===== src/axi2per_pkg.sv =====
package axi2per_pkg;

  // ********************
  // AXI side
  // ********************

  // Byte address carried on AR and AW
  typedef logic [31:0] axi_addr_t;

  // One 64-bit beat on W and R
  // Bit 2 of the address picks the 32-bit half in use
  typedef logic [63:0] axi_data_t;

  // One strobe per byte of the AXI beat
  typedef logic [7:0] axi_strb_t;

  // Response code on R and B
  typedef logic [1:0] axi_resp_t;

  // ********************
  // Peripheral side
  // ********************

  // Byte address on the peripheral bus
  // Bits [1:0] are ignored by the targets
  typedef logic [31:0] per_addr_t;

  // One 32-bit peripheral word
  typedef logic [31:0] per_data_t;

  // ********************
  // Response codes
  // ********************

  // No SLVERR or DECERR, every access completes as OKAY
  localparam axi_resp_t RESP_OKAY = 2'b00;

endpackage


===== src/axi2per_req_channel.sv =====
module axi2per_req_channel #(
  parameter int unsigned AXI_ID_WIDTH = 4
) (
  input  logic                    clk_i,
  input  logic                    rst_ni,

  // AXI write address channel
  input  logic                    aw_valid_i,
  input  axi2per_pkg::axi_addr_t  aw_addr_i,
  input  logic [AXI_ID_WIDTH-1:0] aw_id_i,
  output logic                    aw_ready_o,

  // AXI write data channel
  input  logic                    w_valid_i,
  input  axi2per_pkg::axi_data_t  w_data_i,
  input  axi2per_pkg::axi_strb_t  w_strb_i,
  output logic                    w_ready_o,

  // AXI read address channel
  input  logic                    ar_valid_i,
  input  axi2per_pkg::axi_addr_t  ar_addr_i,
  input  logic [AXI_ID_WIDTH-1:0] ar_id_i,
  output logic                    ar_ready_o,

  // Peripheral request
  output logic                    per_req_o,
  output axi2per_pkg::per_addr_t  per_add_o,
  output logic                    per_wen_o,
  output logic [3:0]              per_be_o,
  output axi2per_pkg::per_data_t  per_wdata_o,
  input  logic                    per_gnt_i,

  // Transaction info towards the response channel
  output logic                    trans_req_o,
  output logic                    trans_wen_o,
  output logic [AXI_ID_WIDTH-1:0] trans_id_o,
  output axi2per_pkg::axi_addr_t  trans_add_o,
  input  logic                    trans_done_i
);

  import axi2per_pkg::*;

  typedef enum logic [1:0] {Idle, Request, WaitResponse} state_e;

  state_e state_d, state_q;

  // A write needs AW and W together, and it wins over AR
  logic write_go;
  logic read_go;
  logic accept;

  // Request picked in the accept cycle
  axi_addr_t               sel_addr;
  logic [AXI_ID_WIDTH-1:0] sel_id;
  per_data_t               sel_wdata;
  logic [3:0]              sel_be;

  // Buffered request, held until the response is out
  logic                    wen_q;
  axi_addr_t               addr_q;
  logic [AXI_ID_WIDTH-1:0] id_q;
  per_data_t               wdata_q;
  logic [3:0]              be_q;

  assign write_go = aw_valid_i & w_valid_i;
  assign read_go  = ar_valid_i & ~write_go;
  assign accept   = (state_q == Idle) & (write_go | read_go);

  // Ready only in idle, and only for the channel that is taken
  assign aw_ready_o = (state_q == Idle) & write_go;
  assign w_ready_o  = (state_q == Idle) & write_go;
  assign ar_ready_o = (state_q == Idle) & read_go;

  // ********************
  // Request select
  // ********************
  always_comb begin
    if (write_go) begin
      sel_addr = aw_addr_i;
      sel_id   = aw_id_i;
      // Address bit 2 picks the upper or lower half of the beat
      if (aw_addr_i[2]) begin
        sel_wdata = w_data_i[63:32];
        sel_be    = w_strb_i[7:4];
      end else begin
        sel_wdata = w_data_i[31:0];
        sel_be    = w_strb_i[3:0];
      end
    end else begin
      sel_addr  = ar_addr_i;
      sel_id    = ar_id_i;
      // Reads fetch the whole word
      sel_wdata = '0;
      sel_be    = 4'hf;
    end
  end

  // ********************
  // FSM
  // ********************
  always_comb begin
    state_d = state_q;
    unique case (state_q)
      Idle: begin
        if (accept) begin
          state_d = Request;
        end
      end
      Request: begin
        // Request stays up until the target grants it
        if (per_gnt_i) begin
          state_d = WaitResponse;
        end
      end
      WaitResponse: begin
        // No new AXI request before R or B has gone out
        if (trans_done_i) begin
          state_d = Idle;
        end
      end
      default: state_d = Idle;
    endcase
  end

  always_ff @(posedge clk_i or negedge rst_ni) begin
    if (!rst_ni) begin
      state_q <= Idle;
      wen_q   <= 1'b0;
    end else begin
      state_q <= state_d;
      if (accept) begin
        // Peripheral convention, 1 means read
        wen_q <= ~write_go;
      end
    end
  end

  // Payload of the accepted request
  always_ff @(posedge clk_i) begin
    if (accept) begin
      addr_q  <= sel_addr;
      id_q    <= sel_id;
      wdata_q <= sel_wdata;
      be_q    <= sel_be;
    end
  end

  assign per_req_o   = (state_q == Request);
  assign per_add_o   = per_addr_t'(addr_q);
  assign per_wen_o   = wen_q;
  assign per_be_o    = be_q;
  assign per_wdata_o = wdata_q;

  // Info handed over in the grant cycle
  assign trans_req_o = per_req_o & per_gnt_i;
  assign trans_wen_o = wen_q;
  assign trans_id_o  = id_q;
  assign trans_add_o = addr_q;

endmodule


===== src/axi2per_res_channel.sv =====
module axi2per_res_channel #(
  parameter int unsigned AXI_ID_WIDTH = 4
) (
  input  logic                    clk_i,
  input  logic                    rst_ni,

  // Peripheral answer
  input  logic                    per_r_valid_i,
  input  axi2per_pkg::per_data_t  per_r_rdata_i,

  // Transaction info from the request channel
  input  logic                    trans_req_i,
  input  logic                    trans_wen_i,
  input  logic [AXI_ID_WIDTH-1:0] trans_id_i,
  input  axi2per_pkg::axi_addr_t  trans_add_i,
  output logic                    trans_done_o,

  // AXI read data channel
  output logic                    r_valid_o,
  output axi2per_pkg::axi_data_t  r_data_o,
  output axi2per_pkg::axi_resp_t  r_resp_o,
  output logic                    r_last_o,
  output logic [AXI_ID_WIDTH-1:0] r_id_o,
  input  logic                    r_ready_i,

  // AXI write response channel
  output logic                    b_valid_o,
  output axi2per_pkg::axi_resp_t  b_resp_o,
  output logic [AXI_ID_WIDTH-1:0] b_id_o,
  input  logic                    b_ready_i
);

  import axi2per_pkg::*;

  typedef enum logic {TransIdle, TransPending} state_e;

  state_e state_d, state_q;

  // Buffered transaction info with wen_q set for a read
  logic                    wen_q;
  logic                    half_q;
  logic [AXI_ID_WIDTH-1:0] id_q;

  // Peripheral data latched on the read-valid pulse
  per_data_t               rdata_q;

  logic                    handshake;

  // ********************
  // FSM
  // ********************
  always_comb begin
    state_d = state_q;
    unique case (state_q)
      TransIdle: begin
        // Answer is latched whatever the ready lines do
        if (per_r_valid_i) begin
          state_d = TransPending;
        end
      end
      TransPending: begin
        if (handshake) begin
          state_d = TransIdle;
        end
      end
      default: state_d = TransIdle;
    endcase
  end

  always_ff @(posedge clk_i or negedge rst_ni) begin
    if (!rst_ni) begin
      state_q <= TransIdle;
      wen_q   <= 1'b0;
    end else begin
      state_q <= state_d;
      if (trans_req_i) begin
        wen_q <= trans_wen_i;
      end
    end
  end

  // Transaction payload and read data
  always_ff @(posedge clk_i) begin
    if (trans_req_i) begin
      half_q <= trans_add_i[2];
      id_q   <= trans_id_i;
    end
    if (per_r_valid_i) begin
      rdata_q <= per_r_rdata_i;
    end
  end

  // ********************
  // R and B outputs
  // ********************

  // Valid held from pending until the handshake
  assign r_valid_o = (state_q == TransPending) & wen_q;
  assign b_valid_o = (state_q == TransPending) & ~wen_q;

  assign handshake    = (r_valid_o & r_ready_i) | (b_valid_o & b_ready_i);
  assign trans_done_o = handshake;

  // Word goes to the half picked by address bit 2 and the other half stays zero
  assign r_data_o = half_q ? {rdata_q, 32'h0} : {32'h0, rdata_q};

  // Last follows valid on a single-beat read
  assign r_last_o = r_valid_o;
  assign r_resp_o = RESP_OKAY;
  assign r_id_o   = id_q;

  assign b_resp_o = RESP_OKAY;
  assign b_id_o   = id_q;

endmodule


===== src/axi2per_top.sv =====
module axi2per_top #(
  parameter int unsigned AXI_ID_WIDTH = 4,
  parameter int unsigned REG_NUM      = 16
) (
  input  logic                    clk_i,
  input  logic                    rst_ni,

  // AW
  input  logic                    aw_valid_i,
  input  axi2per_pkg::axi_addr_t  aw_addr_i,
  input  logic [AXI_ID_WIDTH-1:0] aw_id_i,
  output logic                    aw_ready_o,

  // W
  input  logic                    w_valid_i,
  input  axi2per_pkg::axi_data_t  w_data_i,
  input  axi2per_pkg::axi_strb_t  w_strb_i,
  output logic                    w_ready_o,

  // AR
  input  logic                    ar_valid_i,
  input  axi2per_pkg::axi_addr_t  ar_addr_i,
  input  logic [AXI_ID_WIDTH-1:0] ar_id_i,
  output logic                    ar_ready_o,

  // R
  output logic                    r_valid_o,
  output axi2per_pkg::axi_data_t  r_data_o,
  output axi2per_pkg::axi_resp_t  r_resp_o,
  output logic                    r_last_o,
  output logic [AXI_ID_WIDTH-1:0] r_id_o,
  input  logic                    r_ready_i,

  // B
  output logic                    b_valid_o,
  output axi2per_pkg::axi_resp_t  b_resp_o,
  output logic [AXI_ID_WIDTH-1:0] b_id_o,
  input  logic                    b_ready_i
);

  import axi2per_pkg::*;

  // ********************
  // Peripheral bus
  // ********************
  logic       per_req;
  per_addr_t  per_add;
  logic       per_wen;
  logic [3:0] per_be;
  per_data_t  per_wdata;
  logic       per_gnt;
  logic       per_r_valid;
  per_data_t  per_r_rdata;

  // ********************
  // Transaction info
  // ********************
  logic                    trans_req;
  logic                    trans_wen;
  logic [AXI_ID_WIDTH-1:0] trans_id;
  axi_addr_t               trans_add;
  logic                    trans_done;

  // Input side, AXI requests to peripheral requests
  axi2per_req_channel #(
    .AXI_ID_WIDTH (AXI_ID_WIDTH)
  ) i_req_channel (
    .clk_i, .rst_ni,
    .aw_valid_i, .aw_addr_i, .aw_id_i, .aw_ready_o,
    .w_valid_i, .w_data_i, .w_strb_i, .w_ready_o,
    .ar_valid_i, .ar_addr_i, .ar_id_i, .ar_ready_o,
    .per_req_o    (per_req),
    .per_add_o    (per_add),
    .per_wen_o    (per_wen),
    .per_be_o     (per_be),
    .per_wdata_o  (per_wdata),
    .per_gnt_i    (per_gnt),
    .trans_req_o  (trans_req),
    .trans_wen_o  (trans_wen),
    .trans_id_o   (trans_id),
    .trans_add_o  (trans_add),
    .trans_done_i (trans_done)
  );

  // Local register bank as the peripheral target
  per_reg_bank #(
    .REG_NUM (REG_NUM)
  ) i_reg_bank (
    .clk_i, .rst_ni,
    .per_req_i     (per_req),
    .per_add_i     (per_add),
    .per_wen_i     (per_wen),
    .per_be_i      (per_be),
    .per_wdata_i   (per_wdata),
    .per_gnt_o     (per_gnt),
    .per_r_valid_o (per_r_valid),
    .per_r_rdata_o (per_r_rdata)
  );

  // Output side, peripheral answer to R or B
  axi2per_res_channel #(
    .AXI_ID_WIDTH (AXI_ID_WIDTH)
  ) i_res_channel (
    .clk_i, .rst_ni,
    .per_r_valid_i (per_r_valid),
    .per_r_rdata_i (per_r_rdata),
    .trans_req_i   (trans_req),
    .trans_wen_i   (trans_wen),
    .trans_id_i    (trans_id),
    .trans_add_i   (trans_add),
    .trans_done_o  (trans_done),
    .r_valid_o, .r_data_o, .r_resp_o, .r_last_o, .r_id_o, .r_ready_i,
    .b_valid_o, .b_resp_o, .b_id_o, .b_ready_i
  );

endmodule


===== src/per_reg_bank.sv =====
module per_reg_bank #(
  parameter int unsigned REG_NUM = 16
) (
  input  logic                   clk_i,
  input  logic                   rst_ni,

  // Request from the bridge
  input  logic                   per_req_i,
  input  axi2per_pkg::per_addr_t per_add_i,
  input  logic                   per_wen_i,
  input  logic [3:0]             per_be_i,
  input  axi2per_pkg::per_data_t per_wdata_i,
  output logic                   per_gnt_o,

  // Answer one cycle after the grant
  output logic                   per_r_valid_o,
  output axi2per_pkg::per_data_t per_r_rdata_o
);

  import axi2per_pkg::*;

  // Word index width, REG_NUM is a power of two
  localparam int unsigned IDX_W = $clog2(REG_NUM);

  per_data_t        regs_q [REG_NUM];
  per_data_t        rdata_q;
  logic             r_valid_q;
  logic [IDX_W-1:0] idx;
  logic             access;

  // Word index from the bits above the byte offset
  // Upper address bits are dropped, so the index wraps
  assign idx = per_add_i[IDX_W+1:2];

  // Busy while the previous answer is on the bus
  assign per_gnt_o = per_req_i & ~r_valid_q;
  assign access    = per_gnt_o;

  // ********************
  // Register array
  // ********************
  always_ff @(posedge clk_i or negedge rst_ni) begin
    if (!rst_ni) begin
      for (int i = 0; i < REG_NUM; i++) begin
        regs_q[i] <= '0;
      end
      r_valid_q <= 1'b0;
    end else begin
      // One pulse per granted request
      r_valid_q <= access;
      if (access && !per_wen_i) begin
        // Byte enables select the bytes written
        for (int b = 0; b < 4; b++) begin
          if (per_be_i[b]) begin
            regs_q[idx][8*b +: 8] <= per_wdata_i[8*b +: 8];
          end
        end
      end
    end
  end

  // ********************
  // Read data
  // ********************
  always_ff @(posedge clk_i) begin
    if (access) begin
      // Writes answer with zero
      if (per_wen_i) begin
        rdata_q <= regs_q[idx];
      end else begin
        rdata_q <= '0;
      end
    end
  end

  assign per_r_valid_o = r_valid_q;
  assign per_r_rdata_o = rdata_q;

endmodule


===== config.mk =====
export PLATFORM = sky130hd
export DESIGN_NAME = axi2per_top
export DESIGN_NICKNAME = d
export VERILOG_FILES = /design/src/axi2per_pkg.sv /design/src/axi2per_req_channel.sv /design/src/axi2per_res_channel.sv /design/src/axi2per_top.sv /design/src/per_reg_bank.sv
export SDC_FILE = /design/constraint.sdc
export NUM_CORES = 1
export LEC_CHECK = 0
export ABC_AREA = 1
export BUFFER_PORTS_ARGS = -buffer_cell sky130_fd_sc_hd__buf_2
export CORE_MARGIN = 5
export CORE_UTILIZATION = 50
export DETAILED_ROUTE_END_ITERATION = 8
export GPL_ROUTABILITY_DRIVEN = 0
export GPL_TIMING_DRIVEN = 0
export PLACE_DENSITY_LB_ADDON = 0.2
export SYNTH_ARGS = -nofsm -noshare
export SYNTH_HDL_FRONTEND = slang
export SYNTH_HIERARCHICAL = 1
export SYNTH_SLANG_ARGS = --single-unit

===== constraint.sdc =====
create_clock -name clk_i -period 3.8 [get_ports clk_i]
set_input_delay 0.38 -clock clk_i [delete_from_list [all_inputs] [get_ports clk_i]]
set_output_delay 0.38 -clock clk_i [all_outputs]
set_load 0.02 [all_outputs]

; ---- Word-level counts from Yosys, hierarchy flattened
; Index checks and enable logic that the tools add are counted.
; Widths: inputs -> output; s select.
[op_classes]
n_shift = 0
n_lt_le_gt_ge = 2
n_mul = 0
div = 0
muxes = 34
addsub = 0
n_reduce_logical = 5
eq_ne = 5
n_bitwise = 18
[op_table]
columns = operator, count
row1 = $mux 512, 7
row2 = $bwmux 512, 4
row3 = $demux 32 s4, 4
row4 = $bmux 32 s4, 1
row5 = $mux 32, 4
row6 = $mux 64, 1
row7 = $mux 24, 1
row8 = $mux 16, 1
row9 = $and 1x1->1, 11
row10 = $mux 4, 2
row11 = $mux 8, 1
row12 = $mux 2, 3
row13 = $mux 6, 1
row14 = $pmux 2 s3, 1
row15 = $ge 5x5->1 const B, 1
row16 = $lt 5x1->1 const B, 1
row17 = $not 4->5, 1
row18 = $ne 2x1->1 const B, 2
row19 = $not 1->1, 4
row20 = $reduce_and 3->1, 1
row21 = $eq 2x1->1 const B, 1
row22 = $eq 2x2->1 const B, 1
row23 = $logic_and 1x1->1, 2
row24 = $logic_not 2->1, 1
row25 = 5 further kinds, 7
[word_totals]
memories = 0
register_bits = 633
rom_bits = 0
mem_bits_rw = 0
latchBits = 0
out_inout_bits = 82
word_cells = 93
inputBits = 151

; ---- Logic depth before layout (Yosys ltp)
; Gate-level depths: netlist of the first run.
[depth]
ltp_word = 16
ltp_mapped = 12

; ---- Hierarchy
; The synthesis of the first run kept the hierarchy.
[by_module_without_submodules]
columns = mod, cells_per_inst, area_per_inst_um2, instances
row1 = per_reg_bank, 3316, 26342.8, 1
row2 = axi2per_req_channel, 364, 3608.5, 1
row3 = axi2per_res_channel, 196, 1840.5, 1

; ---- Least setup slack after synthesis of the first run
; No wires, ideal clock.
[synth_path]
path_kind = reg2reg
start = register i_reg_bank.r_valid_q, in the netlist i_reg_bank/per_r_valid_o
end = register i_reg_bank/regs_q[230] in the netlist's numbering
arrival_time_ns = 2.577
slack_ns = 1.091
period_less_slack_ns = 2.709
path_stages_with_launch = 9
setup_ns = 0.132
t_required_ns = 3.668
n_path_buf = 2
path_cell_list = dfrtp_1 -> nor2_4 -> nand2_4 -> nor2_8 -> buf_8 -> nand2_4 -> buf_6 -> nand2_1 -> o21ai_1
[synth_between]
elab_chain_len = 3
[synth_lines]
columns = item, line_no
row1 = "start, declared", per_reg_bank.sv:27  ; logic r_valid_q;
row2 = "start signal, assigned", per_reg_bank.sv:50  ; r_valid_q <= access;
row3 = $not 1->1, per_reg_bank.sv:36  ; assign per_gnt_o = per_req_i & ~r_valid_q;
row4 = $and 1x1->1, per_reg_bank.sv:36
row5 = net per_gnt, axi2per_top.sv:51  ; logic per_gnt;
row6 = $logic_and 1x1->1, per_reg_bank.sv:51  ; if (access && !per_wen_i) begin
row7 = "end signal, assigned by index", per_reg_bank.sv:55  ; regs_q[idx][8*b +: 8] <= per_wdata_i[8*b +: 8];
row8 = "end, declared", per_reg_bank.sv:25  ; per_data_t regs_q [REG_NUM];
; The timed path passes the listed nets, and every way through them passes these cells.
; A chain may end at the register's enable or synchronous reset.

; ---- Final worst setup path of the first run
[layout_path]
start = register i_reg_bank.r_valid_q, in the netlist i_reg_bank/per_r_valid_o
end = register i_reg_bank/regs_q[407] in the netlist's numbering
; Same word-level chain as after synthesis.

==> out/qor.yml, run 1 <==
ios: 233
detail_route.vias_per_cell: 5.06
die_area_um2: 65800
rsz0062_at_grt: "no"
critPathMaxFanout: 36
cts_tree: "built"
htreeDepth: 3
hold_violations: 0
drive_gt1_frac: 0.151
worstPathCellList: "nor2_4 -> nand2_4 -> nor2_8 -> buf_8 -> nand2_4 -> buf_6 -> nand2_1 -> o21ai_1"
initial_core_util: 0.505
tightest_slew_ns: 1.05
nFillCells: 5576
fin_crit_ns: 3.15
syn_avg_cell_area_um2: 8.14
p_leak_nw: 18.3
place_ws_ns: 0.190
crit_arrival_ns: 3.60
die_h_um: 257
cts_buffers: 69
path_clk_slew_ns: 0.06
first_global_vias: 23100
rows: 90
cpPeakStageDelay_ns: 0.93
drcViolationCount: 0
wl_per_cell_um: 17.2
synth_area_um2: 30400
cp_top_family: "simple AND/OR/NAND/NOR gates"
cp-start-kind: "register"
drt-total-wl_mm: 83.0
clk_latency_ns: 0.60
fin_nets: 4136
status: "finished, final reports clean"
max_freq_mhz: 318
crit_buf_inv: 2
synthCells: 3733
worst_path_most_repeated_cell: "nand2_4"
ant_nets: 0
place_hpwl_mm: 62.2
hold_start: "aw_id_i[0]"
via_count: 24400
max_slew_margin: 0.298
place_inst: 4695
grt_pass1_wl_mm: 131
grt-ovfl-total: 0
cts.sinks: 631
antenna_found_initial: 0
area_growth_pct: 13.9
ir_drop_uv: 344
max-cap-violations: 0
drt_iter0_drc: 2366
setup_viol: 0
clock_path_buffers: 3
core_um2: 60200
path_class: "reg -> reg"
numPortBuffers: 171
r2r_start: "i_reg_bank/per_r_valid_o$_DFF_PN0_"
required_ns: 4.26
rrSetupSlack_ns: 0.65
drv_slew: 0
diodes: 0
period_share: 0.829
ys_warn_count: 6
holdWs_ns: 0.0449
slowest_stage: "nor2_4"
ctsResizeCount: 0
layout_setup_ws_ns: 0.651
cp-startpoint: "i_reg_bank/per_r_valid_o$_DFF_PN0_"
root_buffer: "clkbuf_16"
dieWidth_um: 257
hold_class: "in -> reg"
grt_start_max_net_pins: 105
stdcell_count: 4818
power-per-cell-area_nw_per_um2: 779
grt_usage: 0.250
fin_skew_ns: 0.0176
endpoint_kind: "register"
firstDrtPassIters: 6
-- cells in the final DEF, fill, tap and decap left out, types with 2 or more instances in the layout --
master / instances
nand2_1: 1997
dfrtp_1: 517
o21ai_1: 386
buf_2: 222
edfxtp_1: 113
inv_1: 110
nor2_1: 102
clkbuf_1: 93
o21ai_2: 80
clkbuf_16: 71
buf_6: 63
nand2_4: 51
o21ai_0: 49
a21oi_1: 31
buf_4: 22
nand2_2: 16
buf_1: 14
clkbuf_8: 13
clkinv_2: 12
nor2_4: 12
nor2_8: 11
buf_8: 8
inv_2: 7
nand3_1: 7
buf_16: 5
clkinv_1: 4
conb_1: 4
bufinv_16: 3
inv_6: 2
clkinvlp_4: 2
a21oi_2: 2
-- where the power goes --
part           internal (mW)  switching [mW]  total [mW]
logic                   2.92            5.78        8.70
registers               10.1            1.64        11.7
clock network           3.89            2.68        6.57
-- worst paths after layout --
path / end / cells past startpoint
worst min-delay path: i_req_channel/trans_id_o[0]$_DFFE_PP_ / 3
worst min register to register: i_res_channel/rdata_q[4]$_DFFE_PP_ / 0
max in group asynchronous: i_reg_bank/per_r_valid_o$_DFF_PN0_ / 6
worst max-delay path: i_reg_bank/regs_q[407]$_DFFE_PN0P_ / 8
min in group asynchronous: i_reg_bank/regs_q[171]$_DFFE_PN0P_ / 2
worst max register to register: i_reg_bank/regs_q[407]$_DFFE_PN0P_ / 8
-- registers in the layout, indices dropped and copies added (netlist names) --
signal and cells:
i_reg_bank/per_r_valid_o 1, i_res_channel/b_id_o 4, i_res_channel/state_q 1, i_req_channel/trans_id_o 4, i_reg_bank/regs_q 512, i_req_channel/per_be_o 4, i_req_channel/per_add_o 4, i_req_channel/per_wdata_o 32
i_res_channel/half_q 1, i_res_channel/rdata_q 32, i_reg_bank/per_r_rdata_o 32, i_req_channel/state_q 2, i_res_channel/wen_q 1, i_req_channel/per_wen_o 1
-- stage by stage --
stage | util | area [um^2] | TNS, ns | total power, mW
after CTS | 0.575 | 34600 | 0 | 27.1
after global placement | 0.535 | 32200 | -4327.95 | 20.1
after floorplan | - | 30400 | 0 | 17.5
after global routing | 0.575 | 34600 | 0 | 28.9
final | 0.575 | 34600 | 0 | 27.0
after detailed placement | 0.538 | 32400 | 0 | 20.4
-- area by class of cell --
cell class                 instances  area, um^2  share of cell area
timing repair buffer             178        1030              0.0298
buffer                           237        1590              0.0459
clock buffer                      99        2020              0.0582
clock inverter                    23         198             0.00571
tap                              782         978              0.0282
multi-input combinational       2749       12000               0.347
sequential                       631       16400               0.472
inverter                         119         457              0.0132
-- tightest hold or removal path, stage by stage --
cell and delay [ns]:
buf_2 0.07, nand2_1 0.04, nand2_1 0.04
-- per-layer routing --
metal / share of wire / track usage / vias to the layer above
met5: 0 / 0 / -
met1: 0.46 / 0.367 / 11400
met3: 0.065 / 0.0341 / 113
met4: 0.021 / 0.0565 / 0
met2: 0.46 / 0.401 / 725
li1: - / - / 12200
-- what timing repair did --
action / CTS / global route
hold buffers: 1 / 0
hold endpoints to repair: 89 / 0
setup buffers: 0 / 0
setup endpoints to repair: 0 / 0
No activity file was read; power rests on OpenSTA's default activity.
==> run 2: changes to the inputs <==
Settings changed: ABC_AREA 1 to 0.
Clock period 3.8 ns to 3.3 ns, I/O delays scaled along.
==> run 2 against run 1 <==
Compared with the run above: sequential share of layout area increased by 2.1 points; critical path depth is 3 lower; clock skew is 0.0041 ns lower; sequential cell count stayed put; cell area down 4.2%; area after synthesis shrank 5.1%; non-clock buffer count down 94; register-to-register slack got worse by 0.39 ns; clock power up 15%; via count shrank 31%; global-route usage is 2.5 points lower; critical path type unchanged; critical endpoint is now i_res_channel/wen_q$_DFFE_PN0P_.
==> out/qor.yml, run 2 <==
via_count: 16900  # -31%
hold_violations: 0  # unchanged
cts.sinks: 631  # unchanged
status: "finished, final reports clean"
grt_usage: 0.225  # -0.0250
synth_area_um2: 28900  # -5.1%
p_clk_frac: 0.249  # +0.006
rsz0062_at_grt: "no"
largest_reg_flops: 512  # unchanged
crit_arrival_ns: 3.50  # -0.10 ns
die_h_um: 250  # -2.5%
place_ws_ns: 0.411  # +0.221 ns
die_area_um2: 62600  # -4.9%
setup_viol: 0  # unchanged
fin_nets: 2268  # -45%
drcViolationCount: 0  # unchanged
drv_slew: 0  # unchanged
stdcell_count: 2934  # -39%
synthCells: 1863  # -50%
core_um2: 57500  # -4.6%
firstDrtPassIters: 5  # -1
dieWidth_um: 250  # -2.5%
diodes: 0  # unchanged
initial_core_util: 0.502  # -0.00245
root_buffer: "clkbuf_16"
hold_class: "in -> reg"
clock_path_buffers: 3  # unchanged
grt-ovfl-total: 0  # unchanged
nFillCells: 4489  # -19%
drt_iter0_drc: 1135  # -52%
fin_crit_ns: 3.04  # -0.111 ns
cts_buffers: 67  # -2.9%
p_sw_mw: 9.05  # -10%
fin_skew_ns: 0.0135  # -0.00408 ns
path_class: "reg -> reg"
ys_warn_count: 6  # unchanged
p_comb_frac: 0.298  # -0.024
final_common_cell: "mux2_2"
grt_pass1_wl_mm: 109  # -17%
layout_setup_ws_ns: 0.262  # -0.389 ns
layout_common_cells: "mux2_2, dfrtp_1, buf_2, edfxtp_1, mux2i_1"
endpoint_kind: "register"
max_slew_margin: 0.309  # +0.0104
ant_nets: 0  # unchanged
clk_latency_ns: 0.59  # about the same
seqPwrFrac: 0.453  # +0.019
htreeDepth: 3  # unchanged
place_hpwl_mm: 49.4  # -21%
ios: 233  # unchanged
numPortBuffers: 171  # unchanged
syn_avg_cell_area_um2: 15.5  # +90%
ctsResizeCount: 0  # unchanged
rows: 88  # -2.2%
max-cap-violations: 0  # unchanged
p_leak_nw: 15.6  # -14%
place_inst: 2811  # -40%
path_clk_slew_ns: 0.06  # about the same
p_sw_frac: 0.300  # -0.0749
cts_tree: "built"
post_cts_buffers: 0  # unchanged
wl_per_cell_um: 24.1  # +40%
period_share: 0.921  # +0.0921
tightest_slew_ns: 1.03  # -0.0153 ns
p_int_mw: 21.2  # +25%
required_ns: 3.76  # -0.50 ns
ir_drop_uv: 421  # +23%
grt_start_max_net_pins: 126  # +20%
max_freq_mhz: 329  # +3.6%
drive_gt1_frac: 0.498  # +0.347
antenna_found_initial: 2  # +2
power-per-cell-area_nw_per_um2: 911  # +17%
area_growth_pct: 15.0
detail_route.vias_per_cell: 5.76  # +14%
cp-start-kind: "register"
first_global_vias: 18000  # -22%
top_register: "i_reg_bank/regs_q"
drt-total-wl_mm: 70.6  # -15%
critPathMaxFanout: 12  # -67%
## run 2: power groups by stage
stage	sequential [mW]	combinational, mW	clock, mW
3_5_place_dp	13.8	9.02	0
5_1_grt	14.1	9.71	8.03
4_1_cts	13.6	9.07	7.73
3_3_place_gp	13.6	8.54	0
2_1_floorplan	13.1	6.73	0
6_report	13.7	9.01	7.54
## run 2: routing by layer
metal  global-route usage  share of wire
met1                0.315           0.44
met4               0.0591          0.021
met3               0.0418          0.058
met2                0.367           0.48
met5               0.0116         0.0015
## run 2: per-stage QoR
step                      utilization  cell area, um^2  power (mW)  hold WS, ns  TNS [ns]
after global placement          0.534            30700        22.2        0.401  -4315.25
after floorplan                     -            28900        19.9       0.0344         0
final                           0.577            33200        30.2       0.0458         0
after global routing            0.577            33200        31.8       0.0309         0
after detailed placement        0.538            30900        22.8        0.341         0
after CTS                       0.577            33200        30.5       0.0108         0
## run 2: area by class of cell
type | instances | area, um^2 | share of cell area
tap | 765 | 957 | 0.0288
clock inverter | 18 | 164 | 0.00494
timing repair buffer | 182 | 1110 | 0.0333
buffer | 139 | 843 | 0.0254
multi-input combinational | 1096 | 11700 | 0.352
sequential | 631 | 16400 | 0.493
clock buffer | 103 | 2060 | 0.0621
## run 2: worst paths after layout
path	startpoint	end	depth (start not counted)	slack, ns
worst max-delay path	i_req_channel/state_q[0]$_DFFE_PN0P_	i_res_channel/wen_q$_DFFE_PN0P_	5	0.26
worst min-delay path	aw_id_i[0]	i_req_channel/trans_id_o[0]$_DFFE_PP_	2	0.05
worst max register to register	i_req_channel/state_q[0]$_DFFE_PN0P_	i_res_channel/wen_q$_DFFE_PN0P_	5	0.26
worst min register to register	i_reg_bank/per_r_rdata_o[30]$_SDFFCE_PN0P_	i_res_channel/rdata_q[30]$_DFFE_PP_	0	0.42
max in group asynchronous	rst_ni	i_reg_bank/regs_q[94]$_DFFE_PN0P_	5	1.01
min in group asynchronous	rst_ni	i_reg_bank/regs_q[168]$_DFFE_PN0P_	2	0.29
## run 2: timing repair
item / CTS / global route
hold endpoints to repair: 78 / 0
hold buffers: 2 / 0
setup endpoints to repair: 0 / 0
## run 2: worst max-delay path, cell delays in order (launching register included)
cell	delay, ns
dfrtp_1	0.32
clkbuf_1	0.34
nor2b_1	0.88
nor2b_4	0.62
and2_1	0.39
mux2_2	0.38
